<file path="src/y86_pkg.sv">
package y86_pkg;

    // instruction memory geometry
    localparam int unsigned IMEM_BYTES      = 1024;
    localparam int unsigned IMEM_AW         = $clog2(IMEM_BYTES);

    // longest y86 instruction is ten bytes
    localparam int unsigned MAX_INSTR_BYTES = 10;

    // width of the captured-instruction counter
    localparam int unsigned FETCH_CNT_W     = 32;

    typedef logic [63:0] addr_t;
    typedef logic [63:0] word_t;
    typedef logic [3:0]  reg_id_t;

    // register id meaning no register
    localparam reg_id_t REG_NONE = 4'hF;

    // opcode in the high nibble of byte 0
    typedef enum logic [3:0] {
        HALT   = 4'h0,
        NOP    = 4'h1,
        CMOVQ  = 4'h2,
        IRMOVQ = 4'h3,
        RMMOVQ = 4'h4,
        MRMOVQ = 4'h5,
        OPQ    = 4'h6,
        JXX    = 4'h7,
        CALL   = 4'h8,
        RET    = 4'h9,
        PUSHQ  = 4'hA,
        POPQ   = 4'hB
    } icode_e;

    // y86 status codes
    typedef enum logic [1:0] {
        AOK = 2'd0,
        HLT = 2'd1,
        ADR = 2'd2,
        INS = 2'd3
    } stat_e;

    // byte 0 sits in the low eight bits
    typedef logic [MAX_INSTR_BYTES*8-1:0] instr_win_t;

    // opcodes carrying a register specifier byte
    function automatic logic instr_needs_regids(icode_e op);
        return op inside {CMOVQ, IRMOVQ, RMMOVQ, MRMOVQ, OPQ, PUSHQ, POPQ};
    endfunction

    // opcodes carrying an 8-byte constant
    function automatic logic instr_needs_valc(icode_e op);
        return op inside {IRMOVQ, RMMOVQ, MRMOVQ, JXX, CALL};
    endfunction

    // control transfers predicted taken
    function automatic logic instr_predict_taken(icode_e op);
        return op inside {JXX, CALL};
    endfunction

endpackage
</file>
<file path="src/y86_fetch_ctrl.sv">
module y86_fetch_ctrl (
    input  logic            clk_i,
    input  logic            arst_n_i,
    input  logic            start_i,
    input  logic            load_valid_i,
    input  y86_pkg::icode_e icode_i,
    input  y86_pkg::stat_e  stat_i,
    input  logic            out_ready_i,
    output logic            load_ready_o,
    output logic            load_pc_o,
    output logic            capture_o,
    output logic            out_valid_o,
    output logic            running_o,
    output y86_pkg::stat_e  last_stat_o
);
    import y86_pkg::*;

    typedef enum logic [1:0] {
        IDLE,
        RUN,
        DRAIN
    } state_e;

    state_e state_q;
    state_e state_d;
    logic   out_valid_q;
    logic   out_valid_d;
    stat_e  last_stat_q;
    logic   start_ok;
    logic   slot_free;
    logic   transfer;
    logic   stop_instr;

    assign transfer  = out_valid_q && out_ready_i;
    assign slot_free = !out_valid_q || out_ready_i;

    // a load in the same cycle blocks the start
    assign start_ok  = (state_q == IDLE) && start_i && !load_valid_i;

    // ret target is unknown here, faults and halt end the stream too
    assign stop_instr = (stat_i != AOK) || (icode_i == RET);

    assign load_pc_o = start_ok;

    always_comb begin
        unique case (state_q)
            IDLE:    capture_o = start_ok;
            RUN:     capture_o = slot_free;
            default: capture_o = 1'b0;
        endcase
    end

    always_comb begin
        state_d = state_q;
        unique case (state_q)
            IDLE: begin
                if (start_ok) begin
                    state_d = stop_instr ? DRAIN : RUN;
                end
            end
            RUN: begin
                if (capture_o && stop_instr) begin
                    state_d = DRAIN;
                end
            end
            default: begin
                // wait for the stop instruction to leave
                if (transfer) begin
                    state_d = IDLE;
                end
            end
        endcase
    end

    // output slot fills on capture, empties on transfer
    assign out_valid_d = capture_o ? 1'b1 : (transfer ? 1'b0 : out_valid_q);

    always_ff @(posedge clk_i or negedge arst_n_i) begin
        if (!arst_n_i) begin
            state_q     <= IDLE;
            out_valid_q <= 1'b0;
            last_stat_q <= AOK;
        end else begin
            state_q     <= state_d;
            out_valid_q <= out_valid_d;
            if (capture_o) begin
                last_stat_q <= stat_i;
            end
        end
    end

    assign load_ready_o = (state_q == IDLE);
    assign running_o    = (state_q == RUN);
    assign out_valid_o  = out_valid_q;
    assign last_stat_o  = last_stat_q;

endmodule

</file>
<file path="config.mk">
export PLATFORM = sky130hd
export DESIGN_NAME = y86_fetch_ctrl
export DESIGN_NICKNAME = d
export VERILOG_FILES = /design/src/y86_pkg.sv /design/src/y86_fetch_ctrl.sv
export SDC_FILE = /design/constraint.sdc
export NUM_CORES = 1
export LEC_CHECK = 0
export ABC_AREA = 1
export BUFFER_PORTS_ARGS = -buffer_cell sky130_fd_sc_hd__buf_2
export CORE_AREA = 2 2 39 41
export DETAILED_ROUTE_END_ITERATION = 8
export DIE_AREA = 0 0 41 43
export PLACE_DENSITY_LB_ADDON = 0.1
export SLEW_MARGIN = 20
export SYNTH_ARGS = -nofsm -noshare
export SYNTH_HDL_FRONTEND = slang
export SYNTH_SLANG_ARGS = --single-unit
</file>
<file path="constraint.sdc">
create_clock -name clk_i -period 1.35 [get_ports clk_i]
set_input_delay 0.135 -clock clk_i [delete_from_list [all_inputs] [get_ports clk_i]]
set_output_delay 0.135 -clock clk_i [all_outputs]
set_load 0.01 [all_outputs]
</file>
# ---- Word level (Yosys, flattened, before mapping)
# Index checks and enable logic that the tools add are counted.
dict set report classes {
  mux 8
  eq_ne 4
  reduce_logical 13
}
# cell n
set op_table {}
lappend op_table {{2-to-1 mux 2 bit} 4}
lappend op_table {{equality test 4 bit, second input constant} 1}
lappend op_table {{logical AND 1 bit} 4}
lappend op_table {{!= test 2 x 1 -> 1 bit, second input constant} 2}
lappend op_table {{one-hot mux 2 bit (2 select lines)} 1}
lappend op_table {{nonzero test 2 bit} 2}
lappend op_table {{AND reduction 3 bit} 1}
lappend op_table {{nonzero test 3 bit} 1}
lappend op_table {{equality test 2 x 1 -> 1 bit, second input constant} 1}
lappend op_table {{logical NOT 1 bit} 2}
lappend op_table {{logical NOT 2 bit} 1}
lappend op_table {{logical OR 1 bit} 2}
lappend op_table {{2-to-1 mux 1 bit} 2}
lappend op_table {{one-hot mux 1 bit (2 select lines)} 1}
dict set report totals {
  register_bits 5
  elab_cells 28
  out_inout_bits 7
}

# ---- Longest topological paths before layout
dict set report logic_depth {
  depth_word 7
  mapped_depth 8
  mapped_depth_nobuf 8
}

# ---- Least setup slack after synthesis
# No wires, ideal clock.
dict set report synth_path {
  path_kind {register to register}
  from {reg state_q[1]}
  to {reg state_q[0]}
  stages_incl_launch_ff 7
  required_time_ns 1.230
  setup_ns 0.120
  path_buffers 0
  t_arrival_ns 0.992
  period_less_slack_ns 1.112
  setup_slack_ns 0.238
  cell_sequence {dfrtp_1 nor2_2 nand2_2 nand2_4 nand2_2 nand2_1 a21oi_1}
}
dict set report synth_via {
  elab_chain_len 7
  word_cells_on_any_way 11
  cone_classes {eq/ne: 3; mux: 2; reduce/logical: 6}
}
# element line_no
set synth_rtl {}
lappend synth_rtl {{start: declaration} y86_fetch_ctrl.sv:24} ;# state_e state_q;
lappend synth_rtl {{start signal: assignment} y86_fetch_ctrl.sv:84} ;# state_q <= state_d;
lappend synth_rtl {{logical NOT 2 bit *} -}
lappend synth_rtl {{net load_ready_o} y86_fetch_ctrl.sv:9} ;# output logic load_ready_o,
lappend synth_rtl {{logical AND 1 bit (2 in series)} y86_fetch_ctrl.sv:38} ;# assign start_ok = (state_q == IDLE) && start_i && !load_valid_i;
lappend synth_rtl {{one-hot mux 1 bit (2 select lines) *} y86_fetch_ctrl.sv:46} ;# unique case (state_q)
lappend synth_rtl {{net capture_o} y86_fetch_ctrl.sv:11} ;# output logic capture_o,
lappend synth_rtl {{logical AND 1 bit *} y86_fetch_ctrl.sv:62} ;# if (capture_o && stop_instr) begin
lappend synth_rtl {{!= test 2 x 1 -> 1 bit (no line) *} -}
lappend synth_rtl {{AND reduction 3 bit (no line) *} -}
# Mark *: on every way through the listed nets, which the timed path passes. The rest lies on a longest branch.
# A chain may end at the register's enable or synchronous reset.

# ---- Worst setup path after layout
dict set report layout_path {
  from {reg state_q[1]}
  to {out capture_o}
}
dict set report layout_via {
  elab_chain_len 4
  word_cells_on_any_way 5
  cone_classes {eq/ne: 1; mux: 1; reduce/logical: 3}
}
# element line_no
set layout_rtl {}
lappend layout_rtl {{logical NOT 2 bit} {y86_fetch_ctrl.sv:38, y86_fetch_ctrl.sv:46}}
lappend layout_rtl {{logical AND 1 bit (2 in series)} y86_fetch_ctrl.sv:38}
lappend layout_rtl {{one-hot mux 1 bit (2 select lines) *} y86_fetch_ctrl.sv:46}
lappend layout_rtl {{end: declaration} y86_fetch_ctrl.sv:11}
# Every way passes the cells marked *; elsewhere a longest branch is shown, timed or not.

==> results.md <==
* Outcome: completed
* Internal power at 0.547 mW
* Synth warn at 0
* Fraction of layout cells with a size suffix above 1 at 40.9%
* VDD IR max at 722 uV
* Pin count of the biggest net entering global routing at 6
* DR WL/cell at 7.99 um
* Post-Syn Area at 298 um^2
* DRT Pass-1 Iters at 2
* Core area at 1380 um^2
* Critical Path AT at 1.14 ns
* Setup TNS at 0 ns
* Clock Latency Late Sink at 0.24 ns
* Clock network power share at 17.7%
* Hold Crit Start: stat_i[1]
* Hold Path Stages at 3
* DR vias/cell at 3.87
* Startpoint Class: register
* Sequential Area at 126 um^2
* Skew final at 0.00644 ns
* Remaining DRCs at 0
* Worst slew margin at 87.6%
* Hold Fails Final Rpt at 0
* Die X-Extent at 41 um
* Initial Utilization at 21.5%
* Crit path max fanout at 5
* Area delta synth->final at 54.6%
* Comb pwr share at 51.1%
* Htree depth at 1
* Dpl cell area at 403 um^2
* R2R depth at 6
* Reg power frac at 31.2%
* Final Critical Period at 1.28 ns
* Height of the chip at 43 um
* Post-route ant nets at 0
* CTS Buf Count at 3
* Max-cap viol count at 0
* Routed WL at 655 um
* Power Dens Cells at 2100 nW/um^2
* #FFs+latches synth at 5
* Inst Count DP at 77
* Gate Count Post-Synth at 44
* Most common cell after layout, fill and taps aside: buf_2
* Syn nets at 55
* Crit. End Element: output port
* Gpl congestion at 0.649
* Initial DRC count at 6
* Most frequent cells in the layout: buf_2, nand2_1, inv_1
* Worst endpoint required time at 1.22 ns
* Leak Pwr at 0.291 nW
* RSZ-0062 raised after global routing: no
* Global route overflow at 0
* Worst hold endpoint: last_stat_o[1]$_DFFE_PN0P_
* Fin cells at 82
* Clk sinks at 5
* Slew Limit Fails at 0
* Initial antenna violation count at 0
* Vias at 317
* Mapped Avg Cell Area at 6.77 um^2
* Setup slack after layout at 0.0713 ns
* Slew @ Worst Pin at 0.185 ns
* R2R Path End: state_q[0]$_DFFE_PN0P_
* Post-Place Worst Slack at 0.252 ns
* First-pass GRT wire length at 1040 um
* Clock transition at path regs at 0.05 ns
* NetSw at 0.420 mW
* Multi-input combinational cell area at 163 um^2
* Post-CTS Setup Bufs at 0
* CTS root buffer: clkbuf_4
* Clock Tree Buf Depth at 2
* Top Ports at 18
* Port Buffers at 17
* Sw frac at 43.4%
* CTS tree: built
* Global-route usage over all layers at 8.99%
* Die Area at 1760 um^2
* # fillers at 168
* Crit Path Category: register to output port
* Final worst path period share at 94.7%
* Final setup vio count at 0
* R2R Setup Slk at 0.30 ns
* RR Startpoint: state_q[1]$_DFFE_PN0P_
* Hpwl dp at 562 um
* N_diodes at 0
* Vias in the first global route at 276
* FP Rows at 14
* Fmax at 0.782 GHz
* Fin area at 460 um^2
* Sequential-to-total area share from yosys stat at 42.0%
* Hold crit path type: input pin to register
* Synth cell types at 9
* Nets@finish at 78
-- what timing repair did --
action                                 CTS  global route
gates resized for setup                  0             5
setup endpoints to repair                0             2
endpoints found under the hold margin    5             0
hold buffers                             1             0
-- worst max-delay path, stage by stage (launching register included) --
cell and delay, ns:
dfrtp_2 0.44, nor2_4 0.17, nand2_4 0.09, nand2_4 0.08, buf_2 0.13
-- registers in the layout (all words and copies together), names as in the netlist --
register,count
state_q,2
out_valid_o,1
last_stat_o,2
-- power by group through the flow --
stage                     Clock [mW]  Sequential, mW  Combinational [mW]
after detailed placement           0           0.284               0.462
final                          0.171           0.302               0.494
after floorplan                    0           0.301               0.289
after global placement             0           0.283               0.471
after global routing           0.194           0.310               0.562
after CTS                      0.179           0.283               0.469
-- per-stage QoR --
step           hold WS (ns)  util [%]  total power [mW]
6_report              0.119      33.3             0.967
4_1_cts               0.113      31.7             0.930
5_1_grt               0.137      33.3              1.07
3_3_place_gp        -0.0408      29.1             0.754
2_1_floorplan        -0.161         -             0.590
3_5_place_dp        -0.0398      29.1             0.746
-- cell families (layout without fill, tap and decap cells) --
kind of cell / count (synthesis) / after routing / synth area share, %
AOI/OAI and AO/OA: 1 / 1 / 1.68
buffers and inverters: 8 / 30 / 10.1
DFF: 5 / 5 / 42.0
and+or+nand+nor: 30 / 30 / 46.2
-- synthesized netlist by cell type --
cell type  number  area share, %
nand3_1         4            6.7
nand2_1        16             20
nand2_4         1            3.8
nor2_2          2            4.2
dfrtp_1         5             42
a21oi_1         1            1.7
nor2_1          4            5.0
inv_1           8             10
nand2_2         3            6.3
-- metal layers --
| metal | part of all wire [%] | track usage [%] | up-vias |
|---|---|---|---|
| met5 | 0 | 0 | - |
| met4 | 0 | 4.00 | 0 |
| met3 | 5.8 | 4.71 | 0 |
| met2 | 51 | 13.4 | 9 |
| met1 | 43 | 10.2 | 134 |
| li1 | - | - | 174 |
-- area by class of cell --
cell class	instances	area share [%]
multi-input cells	31	35.3
clock buffers	4	5.71
repair buffers	18	20.7
well taps	16	4.35
inverters	8	6.52
flip-flops and latches	5	27.4
-- worst max path at each step --
| stage | from | slack [ns] | end | depth (start not counted) |
|---|---|---|---|---|
| finish | state_q[1]$_DFFE_PN0P_ | 0.07 | capture_o | 4 |
| global route | state_q[1]$_DFFE_PN0P_ | 0.002 | capture_o | 4 |
| CTS | state_q[1]$_DFFE_PN0P_ | 0.01 | capture_o | 4 |
| detailed placement | state_q[1]$_DFFE_PN0P_ | 0.25 | state_q[0]$_DFFE_PN0P_ | 6 |
| global placement | state_q[0]$_DFFE_PN0P_ | 0.28 | state_q[0]$_DFFE_PN0P_ | 7 |
| floorplan | state_q[1]$_DFFE_PN0P_ | 0.24 | state_q[0]$_DFFE_PN0P_ | 6 |
Power figures use the tool's default switching activity.
