$ cat src/y86_pkg.sv
package y86_pkg;

    // instruction memory geometry
    localparam int unsigned IMEM_BYTES      = 1024;
    localparam int unsigned IMEM_AW         = $clog2(IMEM_BYTES);

    // longest y86 instruction is ten bytes
    localparam int unsigned MAX_INSTR_BYTES = 10;

    // width of the captured-instruction counter
    localparam int unsigned FETCH_CNT_W     = 32;

    typedef logic [63:0] addr_t;
    typedef logic [63:0] word_t;
    typedef logic [3:0]  reg_id_t;

    // register id meaning no register
    localparam reg_id_t REG_NONE = 4'hF;

    // opcode in the high nibble of byte 0
    typedef enum logic [3:0] {
        HALT   = 4'h0,
        NOP    = 4'h1,
        CMOVQ  = 4'h2,
        IRMOVQ = 4'h3,
        RMMOVQ = 4'h4,
        MRMOVQ = 4'h5,
        OPQ    = 4'h6,
        JXX    = 4'h7,
        CALL   = 4'h8,
        RET    = 4'h9,
        PUSHQ  = 4'hA,
        POPQ   = 4'hB
    } icode_e;

    // y86 status codes
    typedef enum logic [1:0] {
        AOK = 2'd0,
        HLT = 2'd1,
        ADR = 2'd2,
        INS = 2'd3
    } stat_e;

    // byte 0 sits in the low eight bits
    typedef logic [MAX_INSTR_BYTES*8-1:0] instr_win_t;

    // opcodes carrying a register specifier byte
    function automatic logic instr_needs_regids(icode_e op);
        return op inside {CMOVQ, IRMOVQ, RMMOVQ, MRMOVQ, OPQ, PUSHQ, POPQ};
    endfunction

    // opcodes carrying an 8-byte constant
    function automatic logic instr_needs_valc(icode_e op);
        return op inside {IRMOVQ, RMMOVQ, MRMOVQ, JXX, CALL};
    endfunction

    // control transfers predicted taken
    function automatic logic instr_predict_taken(icode_e op);
        return op inside {JXX, CALL};
    endfunction

endpackage
$ cat src/y86_pc_counter.sv
module y86_pc_counter (
    input  logic                            clk_i,
    input  logic                            arst_n_i,
    input  logic                            load_pc_i,
    input  y86_pkg::addr_t                  start_pc_i,
    input  logic                            advance_i,
    input  y86_pkg::addr_t                  next_pc_i,
    output y86_pkg::addr_t                  pc_o,
    output logic [y86_pkg::FETCH_CNT_W-1:0] fetch_count_o
);
    import y86_pkg::*;

    addr_t                  pc_q;
    logic [FETCH_CNT_W-1:0] count_q;

    // start address goes straight to memory in its own cycle
    assign pc_o = load_pc_i ? start_pc_i : pc_q;

    always_ff @(posedge clk_i or negedge arst_n_i) begin
        if (!arst_n_i) begin
            pc_q <= '0;
        end else if (advance_i) begin
            // next_pc already follows whichever pc was shown
            pc_q <= next_pc_i;
        end else if (load_pc_i) begin
            pc_q <= start_pc_i;
        end
    end

    // counts every capture since reset
    always_ff @(posedge clk_i or negedge arst_n_i) begin
        if (!arst_n_i) begin
            count_q <= '0;
        end else if (advance_i) begin
            count_q <= count_q + 1'b1;
        end
    end

    assign fetch_count_o = count_q;

endmodule

$ cat config.mk
export PLATFORM = sky130hd
export DESIGN_NAME = y86_pc_counter
export DESIGN_NICKNAME = d
export VERILOG_FILES = /design/src/y86_pkg.sv /design/src/y86_pc_counter.sv
export SDC_FILE = /design/constraint.sdc
export NUM_CORES = 1
export LEC_CHECK = 0
export BUFFER_PORTS_ARGS = -buffer_cell sky130_fd_sc_hd__buf_2
export CAP_MARGIN = 0
export CORE_MARGIN = 2
export CORE_UTILIZATION = 46
export CTS_BUF_LIST = sky130_fd_sc_hd__clkbuf_8 sky130_fd_sc_hd__clkbuf_16
export DETAILED_ROUTE_END_ITERATION = 16
export GPL_TIMING_DRIVEN = 0
export PLACE_DENSITY = 0.9
export SKIP_LAST_GASP = 1
export SLEW_MARGIN = 20
export SYNTH_ARGS = -nofsm -noshare
export SYNTH_HDL_FRONTEND = slang
export SYNTH_SLANG_ARGS = --single-unit
$ cat constraint.sdc
create_clock -name clk_i -period 2.2 [get_ports clk_i]
set_clock_uncertainty 0.1 [all_clocks]
set_input_delay 0.44 -clock clk_i [delete_from_list [all_inputs] [get_ports clk_i]]
set_output_delay 0.44 -clock clk_i [all_outputs]
set_load 0.005 [all_outputs]
* Word level (Yosys, flattened, before mapping)
Cells that the tools add are included.
Storage, ports and cells: register bits after elaboration 96, input bits 132, output and inout bits 96, logic and storage cells 5
Cells by class: add/subtract/negate cells 1, muxes and demuxes 2
Operators with widths (number):
- $mux W64 | 2
- $add A32 B1 Y32 const B | 1

* Longest topological paths before layout
Gate-level depths: netlist of the first run.
depth in word-level cells 2, gate-level depth with buffers 6, mapped depth without buffers 5

* Worst setup path after synthesis of the first run
No wires, ideal clock.
kind input port to output port, start point input port load_pc_i, end point output port pc_o[10], arrival time 1.184 ns, required time 1.660 ns, setup slack 0.476 ns, stages on the path 3, path buffers 2, cell sequence buf_2 -> buf_2 -> mux2_2
On the way: longest elaborated chain between the ends 1
Ends and longest elaborated chain:
- from (decl) | line y86_pc_counter.sv:4 | input logic load_pc_i,
- $mux W64
- to (decl) | line y86_pc_counter.sv:8 | output y86_pkg::addr_t pc_o,
Every way passes these cells.

* Final worst setup path of the first run
start point input port load_pc_i, end point output port pc_o[12]
Same word-level chain as after synthesis.

==> flow_summary.rst, run 1 <==
.. list-table::
   :header-rows: 1

   * - Metric
     - Value
   * - Clock sinks
     - between 90 and 100
   * - Clk Latency, worst-skew pair
     - ~0.35 ns
   * - Detailed router's first-iteration violation count
     - between 70 and 80
   * - Part of the cycle the worst path needs
     - 0.955
   * - GR Util All Layers
     - 0.202
   * - Crit Reg-Reg Endpoint
     - fetch_count_o[22]
   * - Slew margin rel.
     - 0.521
   * - Number of slew-limit violations in the final report
     - 0
   * - Number of flip-flops and latches in the synthesized netlist
     - between 90 and 100
   * - Length of the first detailed-routing pass in iterations
     - 4
   * - Sort of element at the end of the critical path
     - output port
   * - Min cycle time layout
     - 2.10 ns
   * - Yosys cell types
     - 21
   * - Net count after synthesis
     - ~460
   * - Die area
     - about 11,000 sq um
   * - Clock transition time at the flip-flop clock pins of the worst setup and hold paths
     - approximately 0.09 ns
   * - Chip Height
     - about 100 um
   * - Launch point of the worst reg-to-reg path
     - fetch_count_o[0]
   * - Buffer depth of the longest clock path
     - 2
   * - Drc violations
     - 0
   * - Worst hold path type
     - primary input to register
   * - Synth top area share
     - 0.528
   * - Number of enable flip-flop cells after synthesis
     - 0
   * - Highest attainable clock frequency
     - approximately 480 MHz
   * - Kind of critical path
     - primary input to output port
   * - Final Instance Area
     - 6080 sq um
   * - Endpoint required time on the critical path
     - ~1.7 ns
   * - Area added between synthesis and finish
     - 33.5%
   * - Number of buffers inserted to repair setup after CTS
     - 0
   * - Die Wd
     - 103 um
   * - Transition time at the pin with the least slew margin
     - between 0.7 and 0.8 ns
   * - Antenna violations before repair
     - 0
   * - Slack of the worst reg-to-reg path
     - roughly 0.43 ns
   * - Area of the mapped netlist
     - 4550 sq um
   * - Sequential fraction of the synthesis area
     - 0.528
   * - Area inside the core boundary
     - slightly below 10,000 sq um
   * - Highest ir drop seen on vdd
     - roughly 0.56 mV
   * - CTS H-Tree Depth
     - 3
   * - Vias
     - ~3,500
   * - Cell Count, Final, Fillers Out
     - about 700
   * - First-pass GRT wire length
     - approximately 16,000 um
   * - Post-Synthesis Cells
     - between 300 and 400
   * - Post-synthesis cell type with the largest combined area
     - sky130_fd_sc_hd__dfrtp_1
   * - Final antenna-violating net count
     - 0
   * - DP Area
     - slightly below 6000 sq um
   * - Data arrival time of the critical path
     - between 1.5 and 2 ns
   * - Largest net degree at the start of global routing
     - 56
   * - Post-Route WL
     - 11,100 um
   * - Aggregate global routing overflow
     - 0
   * - Proportion of layout cells with a drive suffix above 1
     - 0.687
   * - Most used standard cell by instance count after synthesis
     - sky130_fd_sc_hd__mux2_2
   * - Routed wirelength normalized by instance count
     - ~16 um
   * - Maximum capacitance violations
     - 0
   * - Run status
     - complete, no violations
   * - Count of final setup violators
     - 0
   * - Leading post-synthesis cells by instance count
     - 129 x sky130_fd_sc_hd__mux2_2, 96 x sky130_fd_sc_hd__dfrtp_1, 25 x sky130_fd_sc_hd__xnor2_1, 12 x sky130_fd_sc_hd__buf_2, 11 x sky130_fd_sc_hd__nand3_1
   * - Post-synth ARST share
     - 1.00
   * - Number of endpoints with negative hold slack in the final report
     - 0
   * - Predominant post-synthesis flop cell
     - sky130_fd_sc_hd__dfrtp_1
   * - GPL Wtd Cong
     - approximately 0.80
   * - Number of cells traversed by the worst register-to-register path
     - 5
   * - Min Hold Slack
     - approximately 0.21 ns
   * - HPWL reported at the end of detailed placement
     - between 8000 and 9000 um
   * - Area contributors post-synth
     - sky130_fd_sc_hd__dfrtp_1 53%, sky130_fd_sc_hd__mux2_2 32%, sky130_fd_sc_hd__xnor2_1 4.8%
   * - Launch instance of the worst min-delay path
     - next_pc_i[19]
   * - CP Max Fanout
     - 10
   * - Warnings, synthesis
     - 0
   * - Effective utilization at floorplan
     - 0.470
   * - Static Leakage
     - about 3 nW
   * - Sort of element at the start of the critical path
     - primary input
   * - Post-detailed-route via-to-cell ratio
     - 4.99
   * - Cell depth of the worst hold path
     - 2
   * - Number of placed cells counting well taps
     - 682
   * - Cts bufs inserted
     - 9
   * - Total chip power
     - roughly 4.0 mW
   * - Cell at the root of the clock tree
     - sky130_fd_sc_hd__clkbuf_8
   * - RSZ-0062 raised after global routing
     - no
   * - Count of buffers inserted at the top-level ports
     - about 230
   * - Total Nets Final
     - roughly 690
   * - Syn avg cell area
     - between 10 and 15 sq um
   * - Clock tree from TritonCTS
     - built
   * - Antenna diode count
     - 0
   * - Power per cell area
     - between 600 and 700 nW/um^2
   * - Min-Delay Endpoint
     - pc_q[19]
   * - Top Ports
     - roughly 230
   * - Via count of the first global-routing pass
     - approximately 3,500
   * - Num rows
     - 36
## report_power, final
group	internal, mW	switching, mW
combinational	0.484	0.351
clock	0.516	0.590
sequential	1.94	0.134
## final cells by class
cell class | count | area, sq um
fillers | 763 | 3610
flip-flops and latches | 96 | 2400
multi-input cells | 209 | 2060
well taps | 133 | 166
repair buffers | 227 | 1170
clock buffers | 9 | 124
clock inverters | 7 | 63.8
plain buffers | 17 | 86.3
inverters | 1 | 3.75
## registers in the layout (all words and copies together), names as in the netlist
| name | flops |
|---|---|
| pc_q | 64 |
| fetch_count_o | 32 |
## cells in the final DEF (no fill, tap or decap)
cell                            instances
sky130_fd_sc_hd__ha_1                   1
sky130_fd_sc_hd__clkbuf_1               4
sky130_fd_sc_hd__bufinv_16              1
sky130_fd_sc_hd__buf_2                236
sky130_fd_sc_hd__and4bb_1               1
sky130_fd_sc_hd__nand4_2                2
sky130_fd_sc_hd__clkinv_2               3
sky130_fd_sc_hd__nand3_2                1
sky130_fd_sc_hd__buf_6                  2
sky130_fd_sc_hd__and4_1                 3
sky130_fd_sc_hd__inv_1                  2
sky130_fd_sc_hd__clkbuf_8               9
sky130_fd_sc_hd__nor2_1                 5
sky130_fd_sc_hd__and3_1                 6
sky130_fd_sc_hd__xnor2_1               25
sky130_fd_sc_hd__nand4_4                1
sky130_fd_sc_hd__clkinvlp_4             2
sky130_fd_sc_hd__nand2_1                8
sky130_fd_sc_hd__nor4_4                 1
sky130_fd_sc_hd__nand4_1                8
sky130_fd_sc_hd__nor3_4                 1
sky130_fd_sc_hd__dlygate4sd3_1          1
sky130_fd_sc_hd__mux2_2               129
sky130_fd_sc_hd__xor2_1                 6
sky130_fd_sc_hd__nand3_1               11
sky130_fd_sc_hd__buf_16                 1
sky130_fd_sc_hd__dfrtp_1               96
## timing repair
item                                   4_1_cts  5_1_grt
hold buffers                                 1        0
resized for setup                            0        0
endpoints found under the hold margin       41        0
## stage by stage
stage                      util  setup TNS, ns  setup slack, ns
final                     0.628              0           0.0991
after global routing      0.628              0           0.0210
after CTS                 0.628              0           0.0751
after detailed placement  0.607              0           0.0784
after global placement    0.604         -28.88           -0.307
after floorplan               -              0            0.476
## how the worst max path moves through the flow
stage | start | endpoint
finish | load_pc_i | pc_o[12]
global route | load_pc_i | pc_o[11]
CTS | load_pc_i | pc_o[11]
detailed placement | load_pc_i | pc_o[12]
global placement | arst_n_i | pc_q[55]
floorplan | load_pc_i | pc_o[10]
## worst max-delay path: stages
cell and delay (ns):
sky130_fd_sc_hd__buf_2 0.22, sky130_fd_sc_hd__buf_2 0.36, sky130_fd_sc_hd__mux2_2 0.40, sky130_fd_sc_hd__buf_2 0.14
## logic make-up (layout without fill, tap and decap cells)
family	Yosys count	count (layout)	synth area share
xor gates and xnor gates	31	31	0.0596
adders and majority gates	1	1	0.00275
buffers and inverters	18	261	0.0198
DFF	96	96	0.528
muxes	129	129	0.319
and+or+nand+nor	48	48	0.0712
## metal layers
| metal | vias up | share of wire | track usage |
|---|---|---|---|
| met3 | 18 | 0.060 | 0.0417 |
| li1 | 1629 | - | - |
| met1 | 1700 | 0.40 | 0.232 |
| met4 | 0 | 0.016 | 0.0810 |
| met5 | - | 0 | 0 |
| met2 | 138 | 0.52 | 0.365 |
Note: power is estimated with default switching activity, not from simulation.
==> run 2: changes to the inputs <==
Settings changed: GPL_TIMING_DRIVEN 0 to not set, PLACE_DENSITY 0.9 to 0.81.
==> run 2 against run 1 <==
  * Global-route usage decreased by 0.10 points
  * Clock power barely moved
  * Sequential power about the same
  * Worst hold slack improved by 0.00051 ns
  * Setup slack better by 0.18 ns
  * Count of clock-buffer cells in the layout unchanged
  * Fmax increased by 9.2%
  * Non-clock buffer count down 10
  * Register-to-register slack got worse by 0.04 ns
  * Via count shrank 2.0%
  * Total power about the same
  * Utilization shrank 0.12 points
==> flow_summary.rst, run 2 (same netlist as run 1, synthesis figures left out) <==
.. list-table::
   :header-rows: 1

   * - Metric
     - Value
   * - Min Hold Slack
     - 0.213 ns
   * - Antenna violations before repair
     - 3
   * - Launching element of the worst setup path
     - load_pc_i
   * - Number of slew-limit violations in the final report
     - 0
   * - Data arrival time of the critical path
     - ~1.4 ns
   * - Clock sinks
     - 96
   * - GR Util All Layers
     - 0.201
   * - DP Area
     - 5850 sq um
   * - Clk Latency, worst-skew pair
     - between 0.3 and 0.4 ns
   * - Endpoint required time on the critical path
     - ~1.7 ns
   * - Transition time at the pin with the least slew margin
     - ~0.55 ns
   * - Detailed router's first-iteration violation count
     - between 70 and 80
   * - Die area
     - 10,700 sq um
   * - Top Ports
     - roughly 230
   * - Most common library cell in the layout ignoring fill and taps
     - sky130_fd_sc_hd__buf_2
   * - Number of gates resized after cts
     - 0
   * - Part of the cycle the worst path needs
     - 0.874
   * - Effective utilization at floorplan
     - 0.470
   * - Number of placed cells counting well taps
     - roughly 670
   * - Net switching fraction of the power
     - 0.265
   * - Clock power share
     - 0.277
   * - Run status
     - complete, no violations
   * - Vias
     - 3,415
   * - Buffer depth of the longest clock path
     - 2
   * - Count of fill cells added during filler insertion
     - 741
   * - CP Max Fanout
     - 24
   * - Highest attainable clock frequency
     - roughly 520 MHz
   * - Kind of critical path
     - primary input to output port
   * - Flip-flop count of the largest register, all copies and words added
     - 64
   * - Number of buffers inserted to repair setup after CTS
     - 0
   * - Highest ir drop seen on vdd
     - 0.424 mV
   * - Cell Count, Final, Fillers Out
     - between 600 and 700
   * - Num rows
     - 36
   * - Final Instance Area
     - a little over 6000 sq um
   * - Min cycle time layout
     - approximately 1.9 ns
   * - Total Nets Final
     - around 680
   * - Post-detailed-route via-to-cell ratio
     - ~4.9
   * - Fraction of power consumed by combinational cells
     - 0.205
   * - Sort of element at the start of the critical path
     - primary input
   * - Cell at the root of the clock tree
     - sky130_fd_sc_hd__clkbuf_8
   * - First-pass GRT wire length
     - between 15,000 and 20,000 um
   * - Drc violations
     - 0
   * - Die Wd
     - 103 um
   * - Cell internal power dissipation
     - ~3.0 mW
   * - Portion of total power attributed to sequential cells
     - 0.517
   * - GPL Wtd Cong
     - about 0.8
   * - Chip Height
     - 103 um
   * - Launch point of the worst reg-to-reg path
     - fetch_count_o[0]
   * - Total chip power
     - 4.02 mW
   * - Worst hold path type
     - primary input to register
   * - Post-Place Setup Slack
     - 0.284 ns
   * - Post-Route WL
     - approximately 11,000 um
   * - HPWL reported at the end of detailed placement
     - around 8700 um
   * - Largest net degree at the start of global routing
     - 63
   * - Proportion of layout cells with a drive suffix above 1
     - 0.691
   * - Crit Reg-Reg Endpoint
     - fetch_count_o[26]
   * - Via count of the first global-routing pass
     - around 3,400
   * - RSZ-0062 raised after global routing
     - no
   * - Static Leakage
     - 3.00 nW
   * - Maximum capacitance violations
     - 0
   * - Crit path to
     - pc_o[32]
   * - Power per cell area
     - 662 nW/um^2
   * - Cts bufs inserted
     - 9
   * - Count of buffers inserted at the top-level ports
     - about 230
   * - Leading cell types in the layout, fill and taps excluded
     - 226 x sky130_fd_sc_hd__buf_2, 129 x sky130_fd_sc_hd__mux2_2, 96 x sky130_fd_sc_hd__dfrtp_1
   * - Worst Setup Slack, final
     - around 0.28 ns
   * - Count of final setup violators
     - 0
   * - Slack of the worst reg-to-reg path
     - 0.39 ns
   * - Clock tree from TritonCTS
     - built
   * - Sw Pwr
     - ~1.1 mW
   * - Aggregate global routing overflow
     - 0
   * - Share of the core filled with cells
     - 0.626
   * - Area added between synthesis and finish
     - 33.2%
   * - Slew margin rel.
     - 0.635
   * - Sort of element at the end of the critical path
     - output port
   * - Number of endpoints with negative hold slack in the final report
     - 0
   * - Length of the first detailed-routing pass in iterations
     - 4
   * - Register with the most flip-flops
     - pc_q
   * - Aggregate negative setup slack
     - 0 ns
   * - Clock transition time at the flip-flop clock pins of the worst setup and hold paths
     - 0.09 ns
   * - Final antenna-violating net count
     - 0
   * - Area inside the core boundary
     - slightly below 10,000 sq um
   * - CTS H-Tree Depth
     - 3
   * - Number of cells traversed by the worst register-to-register path
     - 5
   * - Routed wirelength normalized by instance count
     - between 15 and 20 um
## run 2: per-layer routing
| layer | vias up | share of wire | GRT usage | wire, um |
|---|---|---|---|---|
| li1 | 1609 | - | - | - |
| met4 | 0 | 0.024 | 0.0860 | 264 |
| met1 | 1659 | 0.39 | 0.230 | 4300 |
| met5 | - | 0 | 0 | 0 |
| met3 | 21 | 0.063 | 0.0491 | 697 |
| met2 | 126 | 0.53 | 0.356 | 5840 |
## run 2: critical path, stage by stage
cell,delay [ns]
sky130_fd_sc_hd__buf_2,0.11
sky130_fd_sc_hd__buf_4,0.30
sky130_fd_sc_hd__mux2_2,0.39
sky130_fd_sc_hd__buf_2,0.13
## run 2: worst min-delay path by stage
stage,start,endpoint,slack (ns),depth (start not counted)
final,next_pc_i[52],pc_q[52],0.21,2
after global routing,next_pc_i[46],pc_q[46],0.19,2
after CTS,next_pc_i[52],pc_q[52],0.19,2
after detailed placement,arst_n_i,pc_q[46],0.36,1
after global placement,arst_n_i,pc_q[46],0.36,1
after floorplan,arst_n_i,fetch_count_o[0],0.04,0
## run 2: power by group through the flow
stage	registers (mW)	clock network, mW	logic [mW]
after CTS	2.08	1.15	0.839
after floorplan	2.09	0	0.436
after global routing	2.10	1.23	0.916
after global placement	2.10	0	0.806
final	2.08	1.11	0.825
after detailed placement	2.11	0	0.837
## run 2: timing repair
item / CTS / global route
hold buffers: 1 / 0
endpoints found under the setup margin: 0 / 0
endpoints found under the hold margin: 40 / 0
## run 2: area by class of cell
type / instances / area, sq um / area share
multi-input cells: 209 / 2060 / 0.340
inverters: 1 / 3.75 / 0.000619
flip-flops and latches: 96 / 2400 / 0.396
well taps: 133 / 166 / 0.0274
clock buffers: 9 / 124 / 0.0204
repair buffers: 234 / 1230 / 0.203
diodes: 3 / 7.51 / 0.00124
clock inverters: 7 / 70.1 / 0.0116
==> run 3: changes to the inputs <==
Settings changed: SETUP_SLACK_MARGIN set to 0.4.
==> run 3 against run 2 <==
  * Utilization increased by 2.0 points
  * Total power increased by 1.9%
  * Highest routed layer unchanged
  * First-iteration DRC count increased by 23%
  * Sequential cell count unchanged
  * Clock power about the same
  * Setup slack improved by 0.16 ns
  * Routed wire length increased by 6.2%
  * Critical endpoint is now pc_o[8]
  * Via count increased by 3.1%
  * Fmax increased by 8.8%
  * Sequential power about the same
  * Non-clock buffer count increased by 9
==> flow_summary.rst, run 3 (same netlist as run 1, synthesis figures left out) <==
.. list-table::
   :header-rows: 1

   * - Metric
     - Value
   * - Run status
     - complete, no violations
   * - Crit Reg-Reg Endpoint
     - fetch_count_o[26]
   * - Clk Latency, worst-skew pair
     - between 0.3 and 0.4 ns
   * - Number of endpoints with negative hold slack in the final report
     - 0
   * - Aggregate negative setup slack
     - 0 ns
   * - Fraction of power consumed by combinational cells
     - 0.222
   * - Slack of the worst reg-to-reg path
     - between 0.5 and 0.6 ns
   * - Static Leakage
     - slightly above 3 nW
   * - Via count of the first global-routing pass
     - ~3,400
   * - Sort of element at the start of the critical path
     - primary input
   * - Count of buffers inserted at the top-level ports
     - 227
   * - Slew margin rel.
     - 0.630
   * - Buffer depth of the longest clock path
     - 2
   * - HPWL reported at the end of detailed placement
     - ~8700 um
   * - Net switching fraction of the power
     - 0.266
   * - Length of the first detailed-routing pass in iterations
     - 4
   * - GPL Wtd Cong
     - 0.801
   * - Top Ports
     - around 230
   * - Num rows
     - 36
   * - Cell at the root of the clock tree
     - sky130_fd_sc_hd__clkbuf_8
   * - Clock tree from TritonCTS
     - built
   * - Highest ir drop seen on vdd
     - around 0.42 mV
   * - Most common library cell in the layout ignoring fill and taps
     - sky130_fd_sc_hd__buf_2
   * - Endpoint required time on the critical path
     - between 1.5 and 2 ns
   * - Min Hold Slack
     - ~0.21 ns
   * - Sequential standard cell area
     - roughly 2400 sq um
   * - Sort of element at the end of the critical path
     - output port
   * - Launching element of the worst setup path
     - load_pc_i
   * - Portion of total power attributed to sequential cells
     - 0.505
   * - Number of slew-limit violations in the final report
     - 0
   * - Part of the cycle the worst path needs
     - 0.803
   * - Cell internal power dissipation
     - 3.00 mW
   * - Transition time at the pin with the least slew margin
     - 0.555 ns
   * - Cell depth of the worst hold path
     - 2
   * - Post-detailed-route via-to-cell ratio
     - ~5.0
   * - Power per cell area
     - roughly 650 nW/um^2
   * - Worst hold path type
     - primary input to register
   * - Cts bufs inserted
     - 9
   * - Register with the most flip-flops
     - pc_q
   * - First-pass GRT wire length
     - about 17,000 um
   * - Launch point of the worst reg-to-reg path
     - fetch_count_o[17]
   * - Area added between synthesis and finish
     - 37.5%
   * - Count of final setup violators
     - 0
   * - Crit path to
     - pc_o[8]
   * - Vias
     - approximately 3,500
   * - Total Nets Final
     - 693
   * - Multi-input combinational cell area
     - ~2100 sq um
   * - Flip-flop count of the largest register, all copies and words added
     - between 60 and 70
   * - Number of cells traversed by the worst register-to-register path
     - 4
   * - Clock sinks
     - 96
   * - Proportion of layout cells with a drive suffix above 1
     - 0.697
   * - Antenna violations before repair
     - 3
   * - Die Wd
     - around 100 um
   * - Clock power share
     - 0.273
   * - Routed wirelength normalized by instance count
     - ~17 um
   * - CTS H-Tree Depth
     - 3
   * - Total chip power
     - a little over 4 mW
   * - Min cycle time layout
     - between 1.5 and 2 ns
   * - Highest attainable clock frequency
     - 566 MHz
   * - GR Util All Layers
     - 0.207
   * - Post-Route WL
     - between 10,000 and 15,000 um
   * - Data arrival time of the critical path
     - ~1.2 ns
   * - Maximum capacitance violations
     - 0
   * - Leading cell types in the layout, fill and taps excluded
     - 225 x sky130_fd_sc_hd__buf_2, 129 x sky130_fd_sc_hd__mux2_2, 96 x sky130_fd_sc_hd__dfrtp_1
   * - Die area
     - 10,700 sq um
   * - Sw Pwr
     - around 1.1 mW
   * - Effective utilization at floorplan
     - 0.470
   * - Area inside the core boundary
     - ~9700 sq um
   * - Clock transition time at the flip-flop clock pins of the worst setup and hold paths
     - approximately 0.090 ns
   * - Detailed router's first-iteration violation count
     - a little under 90
   * - Chip Height
     - 103 um
   * - Count of fill cells added during filler insertion
     - just over 700
   * - Kind of critical path
     - primary input to output port
   * - RSZ-0062 raised after global routing
     - no
   * - CP Max Fanout
     - 10
   * - Drc violations
     - 0
   * - Final antenna-violating net count
     - 0
   * - Aggregate global routing overflow
     - 0
   * - Largest net degree at the start of global routing
     - between 60 and 70
==> run 3: cell types whose count changed in the layout (fill, tap and decap cells not counted), sizes merged <==
cell    delta
buf        +7
clkbuf     +2
==> run 3: power groups by stage <==
stage | registers (mW) | logic [mW] | clock network, mW
3_3_place_gp | 2.10 | 0.806 | 0
2_1_floorplan | 2.09 | 0.436 | 0
6_report | 2.07 | 0.907 | 1.12
3_5_place_dp | 2.11 | 0.837 | 0
5_1_grt | 2.09 | 1.00 | 1.24
4_1_cts | 2.08 | 0.858 | 1.15
==> run 3: worst min path at each step <==
| stage | start | end | slack [ns] |
|---|---|---|---|
| after detailed placement | arst_n_i | pc_q[46] | 0.36 |
| after floorplan | arst_n_i | fetch_count_o[0] | 0.04 |
| after CTS | next_pc_i[52] | pc_q[52] | 0.19 |
| final | next_pc_i[52] | pc_q[52] | 0.21 |
| after global routing | next_pc_i[53] | pc_q[53] | 0.18 |
| after global placement | arst_n_i | pc_q[46] | 0.36 |
==> run 3: area by class of cell <==
type	instances	share of cell area
Sequential cell	96	0.384
Clock buffer	9	0.0198
Clock inverter	7	0.0112
Inverter	1	0.000600
Antenna cell	3	0.00120
Timing Repair Buffer	243	0.227
Tap cell	133	0.0266
Multi-Input combinational cell	209	0.330
==> run 3: critical path: stages <==
cell and delay [ns]:
sky130_fd_sc_hd__buf_12 0.14, sky130_fd_sc_hd__buf_12 0.15, sky130_fd_sc_hd__mux2_2 0.35, sky130_fd_sc_hd__buf_2 0.14
==> run 3: what timing repair did <==
action                                  4_1_cts  5_1_grt
hold buffers                                  1        0
pin swaps                                     1        0
endpoints found under the setup margin       66       43
cloned                                        2        4
hold endpoints to repair                     40        0
buffers inserted                              1        2
resized for setup                             7        3
==> run 3: per-stage QoR <==
step	std cells	setup WS, ns	area [sq um]	utilization
after floorplan	323	0.476	4550	-
after global placement	672	0.312	5850	0.605
after detailed placement	672	0.284	5850	0.605
after CTS	692	0.381	6150	0.635
after global routing	700	0.406	6260	0.646
final	701	0.433	6260	0.646
==> run 3: metal layers <==
| layer | vias to the layer above | track usage | share of wire |
|---|---|---|---|
| met5 | - | 0 | 0 |
| met4 | 0 | 0.0881 | 0.024 |
| met3 | 22 | 0.0491 | 0.062 |
| met2 | 131 | 0.366 | 0.52 |
| met1 | 1736 | 0.239 | 0.39 |
| li1 | 1632 | - | - |
